**src/logic/dcache_pkg.sv**
```systemverilog
package dcache_pkg;

    ////////////////////////////////////////////////////
    // Cache geometry
    ////////////////////////////////////////////////////
    localparam int LINES          = 256;  // Direct mapped, one way
    localparam int LINE_BYTES     = 16;
    localparam int WORDS_PER_LINE = 4;    // Also the fill beat count
    localparam int INDEX_W        = 8;
    localparam int TAG_W          = 20;

    ////////////////////////////////////////////////////
    // Address and line views
    ////////////////////////////////////////////////////
    typedef struct packed {
        logic [TAG_W-1:0]   tag;
        logic [INDEX_W-1:0] index;
        logic [1:0]         word;      // Word within line
        logic [1:0]         byte_off;  // Byte within word
    } addr_t;

    // One line, seen as words for fill and load select
    // and as bytes for the byte-enable merge
    typedef union packed {
        logic [WORDS_PER_LINE-1:0][31:0] words;
        logic [LINE_BYTES-1:0][7:0]      bytes;
    } line_u;

    // Processor request, 69 bits
    typedef struct packed {
        logic        write;   // 1 = store
        addr_t       addr;
        logic [31:0] wdata;
        logic [3:0]  strb;    // Store byte strobes
    } req_t;

    // Controller states
    typedef enum logic [2:0] {
        IDLE,
        LOOKUP,
        WTHRU,
        FILL,
        TAGWR
    } state_e;

endpackage

```
**src/logic/dcache_line_merge.sv**
```systemverilog
`timescale 1ns/100ps

// Write data and byte enables for the line store
// plus the load word select, all combinational
module dcache_line_merge (
    input  logic                               fill_wr,    // Fill beat this cycle
    input  logic                               store_wr,   // Store hit this cycle
    input  logic [1:0]                         beat,       // Fill word slot
    input  logic [31:0]                        mem_rdata,
    input  dcache_pkg::req_t                   req,        // Latched request
    input  dcache_pkg::line_u                  line_in,    // Line store read data
    output dcache_pkg::line_u                  dina,
    output logic [dcache_pkg::LINE_BYTES-1:0]  wea,
    output logic [31:0]                        word_out
);

    ////////////////////////////////////////////////////
    // Source select
    ////////////////////////////////////////////////////
    logic [1:0]  slot;      // Target word in line
    logic [31:0] data_sel;  // Word to place
    logic [3:0]  byte_en;   // Enables within that word

    always_comb begin
        slot     = req.addr.word;
        data_sel = req.wdata;
        byte_en  = '0;
        if (fill_wr) begin
            slot     = beat;
            data_sel = mem_rdata;
            byte_en  = 4'hf;       // Whole word from memory
        end else if (store_wr) begin
            byte_en  = req.strb;   // Only strobed bytes
        end
    end

    ////////////////////////////////////////////////////
    // Byte lane build
    ////////////////////////////////////////////////////
    // Word copied to every slot, wea picks the live bytes
    always_comb begin
        for (int b = 0; b < dcache_pkg::LINE_BYTES; b++) begin
            dina.bytes[b] = data_sel[(b % 4) * 8 +: 8];
            wea[b]        = ((b / 4) == int'(slot)) && byte_en[b % 4];
        end
    end

    // Load word by latched offset
    assign word_out = line_in.words[req.addr.word];

endmodule

```
**config.mk**
```make
export PLATFORM = sky130hd
export DESIGN_NAME = dcache_line_merge
export DESIGN_NICKNAME = d
export VERILOG_FILES = /design/src/logic/dcache_pkg.sv /design/src/logic/dcache_line_merge.sv
export SDC_FILE = /design/constraint.sdc
export NUM_CORES = 1
export LEC_CHECK = 0
export ABC_CLOCK_PERIOD_IN_PS = 2200
export BUFFER_PORTS_ARGS = -buffer_cell sky130_fd_sc_hd__buf_2
export CAP_MARGIN = 10
export CORE_AREA = 2 2 159 161
export DETAILED_ROUTE_END_ITERATION = 8
export DIE_AREA = 0 0 161 163
export PLACE_DENSITY = 0.32
export RECOVER_POWER = 25
export SYNTH_ARGS = -nofsm -noshare
export SYNTH_HDL_FRONTEND = slang
export SYNTH_SLANG_ARGS = --single-unit
```
**constraint.sdc**
```tcl
create_clock -name vclk -period 2.2
set_clock_uncertainty 0.05 [all_clocks]
set_input_delay 0.22 -clock vclk [all_inputs]
set_output_delay 0.22 -clock vclk [all_outputs]
set_load 0.02 [all_outputs]
```
==> impl_metrics.toml <==
[outcome]
status = "finished clean"

[setup_path]
critPathCaptureType = "output port"
endpoint = "dina[42]"
path_buf_inv = 3
crit_path_start = "fill_wr"
cp_data_arrival_time_ps = 1500
path_max_fanout = 21
critPathTopFamily = "buffers and inverters"
path_cells = "clkbuf_1 -> buf_4 -> mux2_2 -> buf_2"
path_class = "input pin to output port"
critPathRequiredTime_ps = 1930
startpoint_type = "input pin"
cp_num_cells = 4
cp_slowest_cell = "mux2_2"
max_stage_delay_ps = 430

[finish]
regArea_um2 = 0
stdcell_count = 805
layout_commonest_cell = "buf_2"
seq_cells = 0
diodes = 0
fin_nets = 710
drive_gt1_share_pct = 81.1
area_growth_pct = 69.8
nClkBuffers = 0
final_cell_mix = "buf_2 (346), clkbuf_1 (32), mux4_1 (24), mux2_2 (22), a21oi_1 (20)"
fillerInstances = 2890

[synth]
yosys-mux-area-fraction_pct = 54.2
syn_inst = 201
synth-compound-area-share_pct = 4.63
synth.area.top_cells = "buf_4 (33%), mux4_1 (29%), mux2_2 (17%), mux4_2 (8.3%), a21oi_1 (4.6%)"
yosys.area_share.simple_pct = 3.13
syn-num-nets = 434
synth_xor_area_share_pct = 0
synth_fa_ha_area_share_pct = 0
ys_warn_count = 0
avgSynthCellArea_um2 = 10.7
netlist_area_mm2 = 0.00216
synth_top_area_share_pct = 33.4
synth_top_family_by_area = "multiplexers"
yosysTopAreaCell = "buf_4"
seq_area_frac_synth_pct = 0
yosysUniqueCellTypes = 13

[placement]
globalplace.congestion = 0.718
port_buffers = 378
dp_cells = 805
dp_hpwl_mm = 9.02

[sta]
final-hold-violation-count = 0
post-route-period-util_pct = 80.6
relSlewSlack_pct = 74.6
timing.final.crit_period_ps = 1770
setup_violations = 0
fin_setup_tns_ps = 0
drv_slew = 0
fmax_ghz = 0.564
worst-slew-pin-transition_ps = 381
rsz0062_at_grt = "false"

[floorplanning]
core_mm2 = 0.0247
die_h_um = 163
start_util_pct = 8.75
ios = 409
die_w_um = 161
rows = 58
dieArea_mm2 = 0.0262

[route]
dr.pass1.iters = 4
drtAntennaViolNets = 0
viasPerCell = 3.12
wl_per_cell_um = 12.4
num_vias = 2515
drt_iter0_drc = 84
drt_wl_total_mm = 10.0
drcViolationCount = 0

[clocking]
hold_buffers = 0
post_cts_buffers = 0
postCtsResizedCells = 0

[global_routing]
first_global_vias = 2310
antenna_found_initial = 0
gr-total-overflow = 0
grtUsageTotal_pct = 6.27
grt_pass1_wl_mm = 13.3
grt_max_degree = 33

[power_and_ir_drop]
irDropWorstVdd_uv = 94.7
powerDensity_mw_per_mm2 = 280
total_leakage_power_uw = 0.00193

[worst_hold_path]
hold_path_class = "input pin to output port"

[run]
maxCapViolations = 0
[per-stage QoR]
stage | instance area (um^2) | setup slack, ps | util [%] | total power [uW] | hold slack [ps]
after floorplan | 2160 | 687 | - | 794 | 607
after global placement | 3710 | 483 | 15.0 | 1060 | 777
after detailed placement | 3710 | 492 | 15.0 | 1050 | 775
after CTS | 3710 | 493 | 15.0 | 1060 | 779
after global routing | 3670 | 319 | 14.9 | 1090 | 794
final | 3670 | 427 | 14.9 | 1030 | 774
[where the power goes]
group	leakage, uW	switching (uW)	internal, uW
clock network	0	0	0
registers	0	0	0
logic	0.00193	598	430
total	0.00193	598	430
[cell type report]
| type | count | area, um^2 | area share (%) |
|---|---|---|---|
| timing repair buffer | 383 | 1910 | 52.2 |
| multi-input combinational | 92 | 1340 | 36.5 |
| tap | 330 | 413 | 11.3 |
[layer usage]
metal | GRT usage, % | vias to the layer above | wire, um | part of all wire [%]
met5 | 0 | - | 0 | 0
met4 | 0.244 | 0 | 39 | 0.39
met3 | 0.662 | 4 | 744 | 7.4
met2 | 11.8 | 150 | 5140 | 51
met1 | 8.10 | 1138 | 4070 | 41
li1 | - | 1223 | - | -
[cells by family (layout without fill, tap and decap cells)]
logic type,after synthesis,after routing
buf+inv,109,383
mux,64,64
compound gates,20,20
simple gates,8,8
[cells in the mapped netlist]
library cell  count
buf_4            96
nand3b_1          3
or3_4             1
buf_6             4
or3b_4            1
nand3_1           1
mux2_2           32
buf_2             8
mux4_1           24
buf_8             1
or3b_2            2
mux4_2            8
a21oi_1          20
[tightest hold or removal path: stages]
cell and delay, ps:
buf_2 70, mux2_2 150, buf_2 160
[worst min path at each step]
stage	to	depth (start not counted)	start
2_1_floorplan	dina[0]	1	req[4]
3_3_place_gp	dina[113]	3	req[21]
3_5_place_dp	dina[51]	3	req[23]
4_1_cts	dina[51]	3	req[23]
5_1_grt	dina[26]	3	mem_rdata[26]
6_report	dina[83]	3	req[23]
Note: power is estimated with default switching activity, not from simulation.
