File: src/logic/dcache_pkg.sv
package dcache_pkg;

    ////////////////////////////////////////////////////
    // Cache geometry
    ////////////////////////////////////////////////////
    localparam int LINES          = 256;  // Direct mapped, one way
    localparam int LINE_BYTES     = 16;
    localparam int WORDS_PER_LINE = 4;    // Also the fill beat count
    localparam int INDEX_W        = 8;
    localparam int TAG_W          = 20;

    ////////////////////////////////////////////////////
    // Address and line views
    ////////////////////////////////////////////////////
    typedef struct packed {
        logic [TAG_W-1:0]   tag;
        logic [INDEX_W-1:0] index;
        logic [1:0]         word;      // Word within line
        logic [1:0]         byte_off;  // Byte within word
    } addr_t;

    // One line, seen as words for fill and load select
    // and as bytes for the byte-enable merge
    typedef union packed {
        logic [WORDS_PER_LINE-1:0][31:0] words;
        logic [LINE_BYTES-1:0][7:0]      bytes;
    } line_u;

    // Processor request, 69 bits
    typedef struct packed {
        logic        write;   // 1 = store
        addr_t       addr;
        logic [31:0] wdata;
        logic [3:0]  strb;    // Store byte strobes
    } req_t;

    // Controller states
    typedef enum logic [2:0] {
        IDLE,
        LOOKUP,
        WTHRU,
        FILL,
        TAGWR
    } state_e;

endpackage

File: src/logic/dcache_ctrl.sv
`timescale 1ns/100ps

// Cache controller
// IDLE, LOOKUP, then WTHRU for stores or FILL and TAGWR for load misses
module dcache_ctrl (
    input  logic                            clka,
    input  logic                            rst,
    input  logic                            cpu_req,
    input  dcache_pkg::req_t                cpu_in,
    input  logic                            hit,         // From tag store, valid in LOOKUP
    input  logic                            mem_rvalid,
    input  logic                            last,        // Final fill beat
    output dcache_pkg::req_t                cur_req,
    output logic [dcache_pkg::INDEX_W-1:0]  rd_index,
    output logic                            tag_wr,
    output logic                            fill_wr,
    output logic                            store_wr,
    output logic                            cnt_clear,
    output logic                            cpu_busy,
    output logic                            cpu_done,
    output logic                            mem_rd_req,
    output logic                            mem_wr,
    output logic [31:0]                     mem_addr
);

    dcache_pkg::state_e state;
    dcache_pkg::state_e state_nx;
    dcache_pkg::req_t   cur_q;
    logic               accept;   // Request taken this cycle

    assign accept = cpu_req && !cpu_busy;

    ////////////////////////////////////////////////////
    // Request latch and state
    ////////////////////////////////////////////////////
    always_ff @(posedge clka) begin
        if (accept) begin
            cur_q <= cpu_in;
        end
    end

    always_ff @(posedge clka) begin
        if (rst) begin
            state <= dcache_pkg::IDLE;
        end else begin
            state <= state_nx;
        end
    end

    always_comb begin
        state_nx = state;
        case (state)
            dcache_pkg::IDLE: begin
                if (accept) state_nx = dcache_pkg::LOOKUP;
            end
            dcache_pkg::LOOKUP: begin
                if (cur_q.write)  state_nx = dcache_pkg::WTHRU;  // Store, hit or not
                else if (hit)     state_nx = dcache_pkg::IDLE;   // Load hit done
                else              state_nx = dcache_pkg::FILL;   // Load miss
            end
            dcache_pkg::WTHRU: state_nx = dcache_pkg::IDLE;
            dcache_pkg::FILL: begin
                if (mem_rvalid && last) state_nx = dcache_pkg::TAGWR;
            end
            dcache_pkg::TAGWR: state_nx = dcache_pkg::LOOKUP;   // Replay, now hits
            default:           state_nx = dcache_pkg::IDLE;
        endcase
    end

    ////////////////////////////////////////////////////
    // Registered pulses
    ////////////////////////////////////////////////////
    always_ff @(posedge clka) begin
        if (rst) begin
            cpu_done   <= 1'b0;
            mem_rd_req <= 1'b0;
        end else begin
            // Cycle after LOOKUP for stores and load hits
            cpu_done   <= (state == dcache_pkg::LOOKUP) && (cur_q.write || hit);
            mem_rd_req <= (state == dcache_pkg::LOOKUP) && !cur_q.write && !hit;
        end
    end

    ////////////////////////////////////////////////////
    // Decoded outputs
    ////////////////////////////////////////////////////
    assign cur_req   = cur_q;
    assign cpu_busy  = (state != dcache_pkg::IDLE) || cpu_done;  // Held through done
    assign tag_wr    = (state == dcache_pkg::TAGWR);
    assign fill_wr   = (state == dcache_pkg::FILL) && mem_rvalid;
    assign store_wr  = (state == dcache_pkg::WTHRU) && hit;  // Index held since LOOKUP
    assign cnt_clear = (state == dcache_pkg::LOOKUP);
    assign mem_wr    = (state == dcache_pkg::WTHRU);

    // New index straight from the request so LOOKUP sees its line
    assign rd_index = (state == dcache_pkg::IDLE) ? cpu_in.addr.index : cur_q.addr.index;

    // Word address for stores, line address for fills
    assign mem_addr = cur_q.write ? {cur_q.addr.tag, cur_q.addr.index, cur_q.addr.word, 2'b00}
                                  : {cur_q.addr.tag, cur_q.addr.index, 4'b0000};

endmodule

File: config.mk
export PLATFORM = sky130hd
export DESIGN_NAME = dcache_ctrl
export DESIGN_NICKNAME = d
export VERILOG_FILES = /design/src/logic/dcache_pkg.sv /design/src/logic/dcache_ctrl.sv
export SDC_FILE = /design/constraint.sdc
export NUM_CORES = 1
export LEC_CHECK = 0
export ABC_AREA = 1
export BUFFER_PORTS_ARGS = -buffer_cell sky130_fd_sc_hd__buf_2
export CORE_MARGIN = 5
export CORE_UTILIZATION = 30
export CTS_CLUSTER_SIZE = 10
export DETAILED_ROUTE_END_ITERATION = 8
export GPL_TIMING_DRIVEN = 0
export HOLD_SLACK_MARGIN = 0.1
export PLACE_DENSITY = 0.65
export SYNTH_ARGS = -nofsm -noshare
export SYNTH_HDL_FRONTEND = slang
export SYNTH_SLANG_ARGS = --single-unit
File: constraint.sdc
create_clock -name clka -period 3.45 [get_ports clka]
set_clock_uncertainty 0.1 [all_clocks]
set_input_delay 0.5175 -clock clka [delete_from_list [all_inputs] [get_ports clka]]
set_output_delay 0.5175 -clock clka [all_outputs]
set_load 0.02 [all_outputs]
==> qor.yml, run 1 <==
vias: 1990
rsz0062_at_grt: "no"
comb_power_share: 0.233
cts_resized: 0
hp-class: "input port to flip-flop"
p_per_area_nw_per_um2: 605.6
clockBufferDepth: 2
setup_viol: 0
netlist_instances: 169
clkSinkCount: 74
ys_top_cells_by_area: "edfxtp_1 (77%), buf_4 (8.3%), nand2_1 (4.0%)"
grt_max_degree: 37
viasPerCell: 4.103
cp_data_arrival_time_ns: 1.52
hpwl_microns: 5311
min_period_over_period: 0.6203
dr.pass1.iters: 4
fillers: 810
cp-end-kind: "output pin"
syn2layout_area_growth_pct: 50.19
maxCapViolations: 0
internal_power_mw: 1.721
vdd_drop_max_mv: 0.2485
clock_latency_ns: 0.33
fin_crit_ns: 2.140
tritoncts: "done"
crit_top_cell: "nand2_1"
clockPowerShare: 0.302
drt_iter0_drc: 66
timing.fmax_mhz: 467.3
final_layout_size_suffix_gt1_frac: 0.6631
cts_post_setup_buffers_inserted: 0
crit_path_start_kind: "flip-flop"
num-nets-final: 447
antenna_found_initial: 2
track_usage: 0.1184
numCtsBuffers: 9
cts.htree.levels: 3
ys_types: 20
pin_count: 192
drcViolationCount: 0
synth-seq-area-share: 0.8052
layout.cells.non_filler: 485
dieWidth_microns: 104.8
root_buffer: "clkbuf_8"
numPortBuffers: 189
power_switching_uw: 732.7
finalHoldViolations: 0
p_sw_frac: 0.2986
path_max_fanout: 10
slowest_stage: "dfxtp_1"
layout_common_cells: "buf_2 (189), edfxtp_1 (69), buf_4 (30)"
ys_ff_latch: 74
grt_pass1_wl_microns: 10230
wl_microns: 6609
std_cell_rows: 34
gp_congestion: 0.8479
core_sq_um: 8763
syn_avg_cell_area_sq_um: 15.96
crit_chain: "nor2_4, nand2_4, inv_1, nand2_1, nand2_1, buf_2"
outcome: "complete, no violations"
place_inst: 469
p_leak_nw: 1.933
crit_type: "flip-flop to output pin"
yosysTopAreaCell: "edfxtp_1"
clk_pin_slew_ns: 0.08
r2r_slack_ns: 1.67
syn-cell-area_sq_um: 2698
slowest_delay_ns: 0.36
cp.required_ns: 2.83
layout_commonest_cell: "buf_2"
die_h_microns: 104.8
wire_per_inst_microns: 13.63
yosysTopAreaCellShare: 0.7681
cts_hold_buf: 0
start_util: 0.3078
yosys_warnings: 0
drv_slew: 0
num_antenna_cells: 0
final_antenna_net_count: 0
grt_pass1_vias: 2057
overflow: 0
die_area_sq_um: 10990
final.setup.tns_ns: 0
power_frac_seq: 0.464
==> power by group through the flow <==
stage / combinational [mW] / sequential [mW] / clock [mW]
2_1_floorplan: 0.235 / 1.28 / 0
3_3_place_gp: 0.558 / 1.17 / 0
3_5_place_dp: 0.581 / 1.16 / 0
4_1_cts: 0.582 / 1.14 / 0.775
5_1_grt: 0.614 / 1.15 / 0.823
6_report: 0.573 / 1.14 / 0.742
==> synth_stat cells <==
| cell | count |
|---|---|
| a21oi_1 | 1 |
| a21oi_2 | 1 |
| buf_4 | 30 |
| conb_1 | 1 |
| dfxtp_1 | 5 |
| edfxtp_1 | 69 |
| inv_1 | 9 |
| inv_2 | 4 |
| nand2_1 | 29 |
| nand2_2 | 2 |
| nand2_4 | 1 |
| nand3_1 | 2 |
| nor2_1 | 5 |
| nor2_2 | 2 |
| nor2_4 | 2 |
| nor3_1 | 2 |
| nor4_1 | 1 |
| o211ai_1 | 1 |
| o21ai_1 | 1 |
| or2_4 | 1 |
==> critical path: cells and delay by family (launching register included) <==
kind                   cells  cell delay, ns
buffers and inverters      2            0.39
flip-flops                 1            0.36
AND/OR/NAND/NOR            4            0.43
==> layout make-up <==
type / count / area, sq um / area share
multi-input combinational: 53 / 260.3 / 0.06424
inverter: 13 / 48.80 / 0.01204
timing repair buffer: 191 / 985.9 / 0.2434
tap: 108 / 135.1 / 0.03335
clock inverter: 7 / 100.1 / 0.02471
buffer: 30 / 225.2 / 0.05559
clock buffer: 9 / 123.9 / 0.03057
sequential: 74 / 2172 / 0.5361
==> worst paths after layout <==
check                              from               endpoint  cells past startpoint
setup / recovery  state[0]$_SDFFE_PP0P_            rd_index[4]                      6
hold / removal               cpu_in[20]  cur_req[20]$_DFFE_PP_                      1
setup reg to reg  state[0]$_SDFFE_PP0P_  cur_req[29]$_DFFE_PP_                      5
hold reg to reg   state[1]$_SDFFE_PP0P_  state[2]$_SDFFE_PP0P_                      4
==> cells by family (layout without fill, tap and decap cells) <==
family / count (synthesis) / count (layout) / share of synthesized area
AOI/OAI and AO/OA: 4 / 4 / 0.009738
buffers and inverters: 43 / 250 / 0.1016
DFF: 74 / 74 / 0.8052
other: 1 / 2 / 0.001390
and+or+nand+nor: 47 / 47 / 0.08210
==> layer usage <==
metal | vias to the layer above | track usage | part of all wire
li1 | 956 | - | -
met2 | 115 | 0.2005 | 0.51
met4 | 4 | 0.03836 | 0.014
met3 | 12 | 0.07645 | 0.14
met1 | 903 | 0.1181 | 0.34
met5 | - | 0 | 0.0035
==> registers in the layout, indices dropped and copies added (netlist names) <==
signal / flops
state: 3
cur_req: 69
mem_rd_req: 1
cpu_done: 1
==> per-stage QoR <==
step                cell area (sq um)  worst slack [ns]  total power, mW  hold WS, ns    util
floorplan                        2701            0.2767            1.512       0.4844       -
global placement                 3782           -0.4554            1.726       0.5258  0.4316
detailed placement               3827             1.662            1.743       0.5231  0.4368
CTS                              4051             1.276            2.499       0.2251  0.4623
global route                     4051             1.096            2.590       0.2100  0.4623
finish                           4051             1.310            2.454       0.2493  0.4623
Power figures use the tool's default switching activity.
==> run 2, diff against run 1 <==
--- a/config.mk
+++ b/config.mk
@@ -13,7 +13,7 @@
 export DETAILED_ROUTE_END_ITERATION = 8
 export GPL_TIMING_DRIVEN = 0
 export HOLD_SLACK_MARGIN = 0.1
-export PLACE_DENSITY = 0.65
+export PLACE_DENSITY = 0.67
 export SYNTH_ARGS = -nofsm -noshare
 export SYNTH_HDL_FRONTEND = slang
 export SYNTH_SLANG_ARGS = --single-unit
==> constraint.sdc (replaced) <==
create_clock -name clka -period 1.9 [get_ports clka]
set_clock_uncertainty 0.1 [all_clocks]
set_input_delay 0.285 -clock clka [delete_from_list [all_inputs] [get_ports clka]]
set_output_delay 0.285 -clock clka [all_outputs]
set_load 0.02 [all_outputs]
==> qor.yml, run 2 (synthesis results as in run 1) <==
final_antenna_net_count: 0  # unchanged
p_per_area_nw_per_um2: 955.1  # +58%
grt_pass1_wl_microns: 12470  # +22%
wl_microns: 7828  # +18%
vdd_drop_max_mv: 0.5406  # +120%
crit_path_start_kind: "flip-flop"
start_util: 0.3078  # unchanged
core_sq_um: 8763  # unchanged
rsz0062_at_grt: "no"
layout_commonest_cell: "buf_2"
design_area_sq_um: 4762  # +18%
syn2layout_area_growth_pct: 76.53
final.setup.tns_ns: 0  # unchanged
wire_per_inst_microns: 14.08  # +3.3%
drt_iter0_drc: 68  # +3.0%
fin_ws_ns: 0.1320  # -1.178 ns
timing.fmax_mhz: 565.6
drv_slew: 0  # unchanged
std_cell_rows: 34  # unchanged
hold_ws_ns: 0.1776  # -0.07168 ns
min_period_over_period: 0.9305
placed_cell_area_sq_um: 3829  # about the same
vias: 2256  # +13%
fin_crit_ns: 1.768
finalHoldViolations: 0  # unchanged
grt_max_degree: 32  # -14%
dieWidth_microns: 104.8  # unchanged
final_layout_size_suffix_gt1_frac: 0.5670  # -0.09617
numPortBuffers: 189  # unchanged
hpwl_microns: 5342  # +0.59%
outcome: "complete, no violations"
path_max_fanout: 8  # -2
largest_reg_flops: 69  # unchanged
setup_viol: 0  # unchanged
utilization: 0.5434  # +0.08110
clkSinkCount: 74  # unchanged
track_usage: 0.1420  # +0.02362
antenna_found_initial: 0  # -2
cp_data_arrival_time_ns: 1.38  # -0.14 ns
clk_pin_slew_ns: 0.07  # about the same
pin_count: 192  # unchanged
grt_pass1_vias: 2571  # +25%
die_h_microns: 104.8  # unchanged
numCtsBuffers: 9  # unchanged
root_buffer: "clkbuf_8"
cp.required_ns: 1.51  # -1.32 ns
clockBufferDepth: 2  # unchanged
cp-end-kind: "output pin"
drcViolationCount: 0  # unchanged
p_leak_nw: 2.225  # +15%
overflow: 0  # unchanged
num_antenna_cells: 0  # unchanged
die_area_sq_um: 10990  # unchanged
tritoncts: "done"
num-nets-final: 520  # +16%
crit_type: "flip-flop to output pin"
hp-class: "input port to flip-flop"
place_ws_ns: -0.01746  # -1.680 ns
clock_latency_ns: 0.32  # about the same
cts.htree.levels: 3  # unchanged
layout_common_cells: "buf_2 (189), dlygate4sd3_1 (70), edfxtp_1 (69)"
viasPerCell: 4.058  # -1.1%
dr.pass1.iters: 6  # +2
maxCapViolations: 0  # unchanged
gp_congestion: 0.7906  # -6.8%
==> run 2: critical path: stages, from the launching register on <==
cell and delay, ns:
dfxtp_2 0.38, inv_1 0.10, nand2_4 0.10, clkinvlp_4 0.17
nand2_1 0.11, nand2_1 0.05, buf_2 0.15
==> run 2: cell type report <==
type | instances | area [sq um]
fill | 744 | 4001
sequential | 74 | 2175
timing repair buffer | 264 | 1709
multi-input combinational | 53 | 260.3
buffer | 30 | 225.2
tap | 108 | 135.1
clock buffer | 9 | 123.9
clock inverter | 5 | 81.33
inverter | 13 | 52.55
==> run 2: through the flow <==
step	cells	total power, mW
floorplan	170	2.745
global placement	467	3.129
detailed placement	469	3.169
CTS	554	4.593
global route	556	4.775
finish	556	4.548
==> run 2: per-layer routing <==
metal / up-vias / track usage / wire length (microns)
met1: 1037 / 0.1401 / 2729
met3: 16 / 0.06412 / 762
li1: 1096 / - / -
met4: 0 / 0.04932 / 184
met5: - / 0 / 0
met2: 107 / 0.2608 / 4151
==> run 2: worst paths after layout <==
path | startpoint | to | slack [ns] | cells after the start
worst max-delay path | state[2]$_SDFFE_PP0P_ | rd_index[4] | 0.13 | 6
worst min-delay path | hit | mem_rd_req$_SDFF_PP0_ | 0.18 | 4
worst max register to register | state[0]$_SDFFE_PP0P_ | cur_req[4]$_DFFE_PP_ | 0.22 | 5
worst min register to register | state[2]$_SDFFE_PP0P_ | mem_rd_req$_SDFF_PP0_ | 0.50 | 3
==> run 2: timing repair <==
action / CTS / global route
hold buffers: 70 / 0
setup buffers: 1 / 2
setup endpoints to repair: 60 / 8
gates resized for setup: 2 / 0
pin swaps: 1 / 1
hold endpoints to repair: 74 / 0
==> run 2: power by group <==
| part | internal (mW) | switching, mW |
|---|---|---|
| Combinational | 0.488 | 0.704 |
| Clock | 0.725 | 0.555 |
| Sequential | 2.00 | 0.0749 |
==> run 3, diff against run 2 <==
--- a/config.mk
+++ b/config.mk
@@ -5,7 +5,6 @@
 export SDC_FILE = /design/constraint.sdc
 export NUM_CORES = 1
 export LEC_CHECK = 0
-export ABC_AREA = 1
 export BUFFER_PORTS_ARGS = -buffer_cell sky130_fd_sc_hd__buf_2
 export CORE_MARGIN = 5
 export CORE_UTILIZATION = 30
@@ -13,7 +12,7 @@
 export DETAILED_ROUTE_END_ITERATION = 8
 export GPL_TIMING_DRIVEN = 0
 export HOLD_SLACK_MARGIN = 0.1
-export PLACE_DENSITY = 0.67
+export PLACE_DENSITY = 0.68
 export SYNTH_ARGS = -nofsm -noshare
 export SYNTH_HDL_FRONTEND = slang
 export SYNTH_SLANG_ARGS = --single-unit
==> qor.yml, run 3 <==
cp_data_arrival_time_ns: 1.57  # +0.19 ns
yosys-top-cells-count: "edfxtp_1 (69), buf_4 (30), mux2_2 (8)"
layout_common_cells: "buf_2 (180), dlygate4sd3_1 (74), edfxtp_1 (69)"
root_buffer: "clkbuf_8"
fin_ws_ns: -0.05420  # -0.1862 ns
violations: "negative setup slack"
numCtsBuffers: 9  # unchanged
std_cell_rows: 34  # unchanged
wire_per_inst_microns: 14.89  # +5.7%
core_sq_um: 8678  # -0.97%
yosys_warnings: 0  # unchanged
grt_pass1_vias: 2499  # -2.8%
hold_ws_ns: 0.1670  # -0.01061 ns
ys_types: 23  # +15%
cts.htree.levels: 3  # unchanged
finalHoldViolations: 0  # unchanged
drv_slew: 0  # unchanged
hpwl_microns: 5349  # +0.13%
power_mw: 4.443  # -2.3%
grt_max_degree: 19  # -41%
vias: 2230  # -1.2%
rsz0062_at_grt: "yes"
maxCapViolations: 0  # unchanged
synthMostInstantiatedCell: "edfxtp_1"
dieWidth_microns: 104.1  # -0.65%
crit_top_cell: "buf_6"
yosysTopAreaCell: "edfxtp_1"
viasPerCell: 4.130  # +1.8%
overflow: 0  # unchanged
min_period_over_period: 1.029  # +0.09800
crit_path_start_kind: "flip-flop"
synth-seq-area-share: 0.8169  # +0.01175
start_util: 0.3064  # -0.001452
clkSinkCount: 74  # unchanged
synth_edf_count: 69  # unchanged
r2r_slack_ns: 0.16  # -0.06 ns
gp_congestion: 0.7180  # -9.2%
yosysTopAreaCellShare: 0.7793  # +0.01121
die_h_microns: 104.1  # -0.65%
cp.buffers_inverters: 3  # unchanged
final_layout_size_suffix_gt1_frac: 0.6111  # +0.04415
slowest_delay_ns: 0.36  # -0.02 ns
ys_ff_latch: 74  # unchanged
dr.pass1.iters: 4  # -2
die_area_sq_um: 10850  # -1.3%
largest_reg_flops: 69  # unchanged
drcViolationCount: 0  # unchanged
synth_ff_type: "edfxtp_1"
fin_crit_ns: 1.954  # +0.1862 ns
num_antenna_cells: 0  # unchanged
pin_count: 192  # unchanged
final_antenna_net_count: 0  # unchanged
crit_type: "flip-flop to output pin"
p_per_area_nw_per_um2: 895.8  # -6.2%
drt_iter0_drc: 36  # -47%
crit_family: "buffers and inverters"
slowest_stage: "dfxtp_4"
syn2layout_area_growth_pct: 86.54
crit_chain: "nor3_4, buf_6, buf_16, mux2_4, buf_6"
num-nets-final: 502  # -3.5%
clk_pin_slew_ns: 0.08  # about the same
path_max_fanout: 5  # -3
final.setup.tns_ns: -0.3827  # -0.3827 ns
ys_top_cells_by_area: "edfxtp_1 (78%), buf_4 (8.5%), dfxtp_1 (3.8%)"
numPortBuffers: 189  # unchanged
clockBufferDepth: 2  # unchanged
track_usage: 0.1460  # +0.003973
hp-class: "input port to flip-flop"
tritoncts: "done"
vdd_drop_max_mv: 0.4951  # -8.4%
antenna_found_initial: 0  # unchanged
setup_viol: 8  # +8
async_reset_ff_frac: 0  # unchanged
clock_latency_ns: 0.33  # about the same
wl_microns: 8038  # +2.7%
netlist_instances: 141  # -17%
grt_pass1_wl_microns: 12580  # +0.88%
p_leak_nw: 2.266  # +1.8%
cp-end-kind: "output pin"
timing.fmax_mhz: 511.7  # -9.5%
layout_commonest_cell: "buf_2"
syn_avg_cell_area_sq_um: 18.86  # +18%
syn-cell-area_sq_um: 2659  # -1.4%
cp.required_ns: 1.51  # about the same
outcome: "complete, but fails checks"
[run 3: cell count changes in the layout (fill, tap and decap cells not counted), moves of 4 or more]
cell,delta
nand2_1,-27
buf_6,+12
buf_2,-9
mux2_4,+8
inv_1,-6
dlygate4sd3_1,+4
inv_2,-4
[run 3: cells by family (layout without fill, tap and decap cells)]
logic type | after synthesis | after routing | share of synthesized area
other cells | 1 | 2 | 0.001410
compound gates | 4 | 4 | 0.008940
flops | 74 | 74 | 0.8169
buf+inv | 33 | 323 | 0.08941
simple gates | 21 | 21 | 0.04942
mux | 8 | 8 | 0.03388
[run 3: routing by layer]
metal | wire length (microns) | GRT usage | up-vias | share of wire
met5 | 0 | 0 | - | 0
met4 | 229 | 0.07216 | 0 | 0.028
met3 | 697 | 0.05276 | 17 | 0.087
met2 | 4421 | 0.2719 | 106 | 0.55
met1 | 2689 | 0.1396 | 1043 | 0.33
li1 | - | - | 1064 | -
[run 3: cell type report]
cell class | instances | area, sq um
Fill cell | 718 | 3719
Sequential cell | 74 | 2182
Timing Repair Buffer | 275 | 1899
Multi-Input combinational cell | 35 | 310.3
Buffer | 30 | 225.2
Tap cell | 108 | 135.1
Clock buffer | 9 | 123.9
Clock inverter | 7 | 76.32
Inverter | 2 | 7.507
[run 3: worst min-delay path, cell delays in order]
cell	delay (ns)
buf_2	0.11
nand2b_4	0.08
a221oi_1	0.09
[run 3: final timing paths]
check                         from                     to  depth (start not counted)
max          state[1]$_SDFFE_PP0P_            rd_index[1]                          5
min                        cpu_req  state[0]$_SDFFE_PP0P_                          3
max reg2reg  state[0]$_SDFFE_PP0P_  cur_req[53]$_DFFE_PP_                          5
min reg2reg    cpu_done$_SDFF_PP0_  state[0]$_SDFFE_PP0P_                          2
[run 3: per-stage QoR]
step	util	instances	worst slack [ns]	instance area, sq um
2_1_floorplan	-	142	-1.386	2686
3_3_place_gp	0.4341	439	-2.182	3767
3_5_place_dp	0.4419	444	-0.02297	3835
4_1_cts	0.5689	538	-0.08678	4937
5_1_grt	0.5715	540	-0.1485	4960
6_report	0.5715	540	-0.05420	4960
[run 3: what timing repair did]
action / 4_1_cts / 5_1_grt
hold buffers: 74 / 0
gates cloned: 1 / 0
setup endpoints to repair: 23 / 10
hold endpoints to repair: 74 / 0
buffers inserted: 4 / 2
gates resized for setup: 32 / 2
pin swaps: 2 / 0
[run 3: power breakdown]
group / leakage, nW / switching (mW) / internal, mW / total [mW]
combinational: 1.47 / 0.609 / 0.565 / 1.17
sequential: 0.698 / 0.0623 / 1.97 / 2.03
clock: 0.0979 / 0.620 / 0.616 / 1.24
total: 2.27 / 1.29 / 3.15 / 4.44
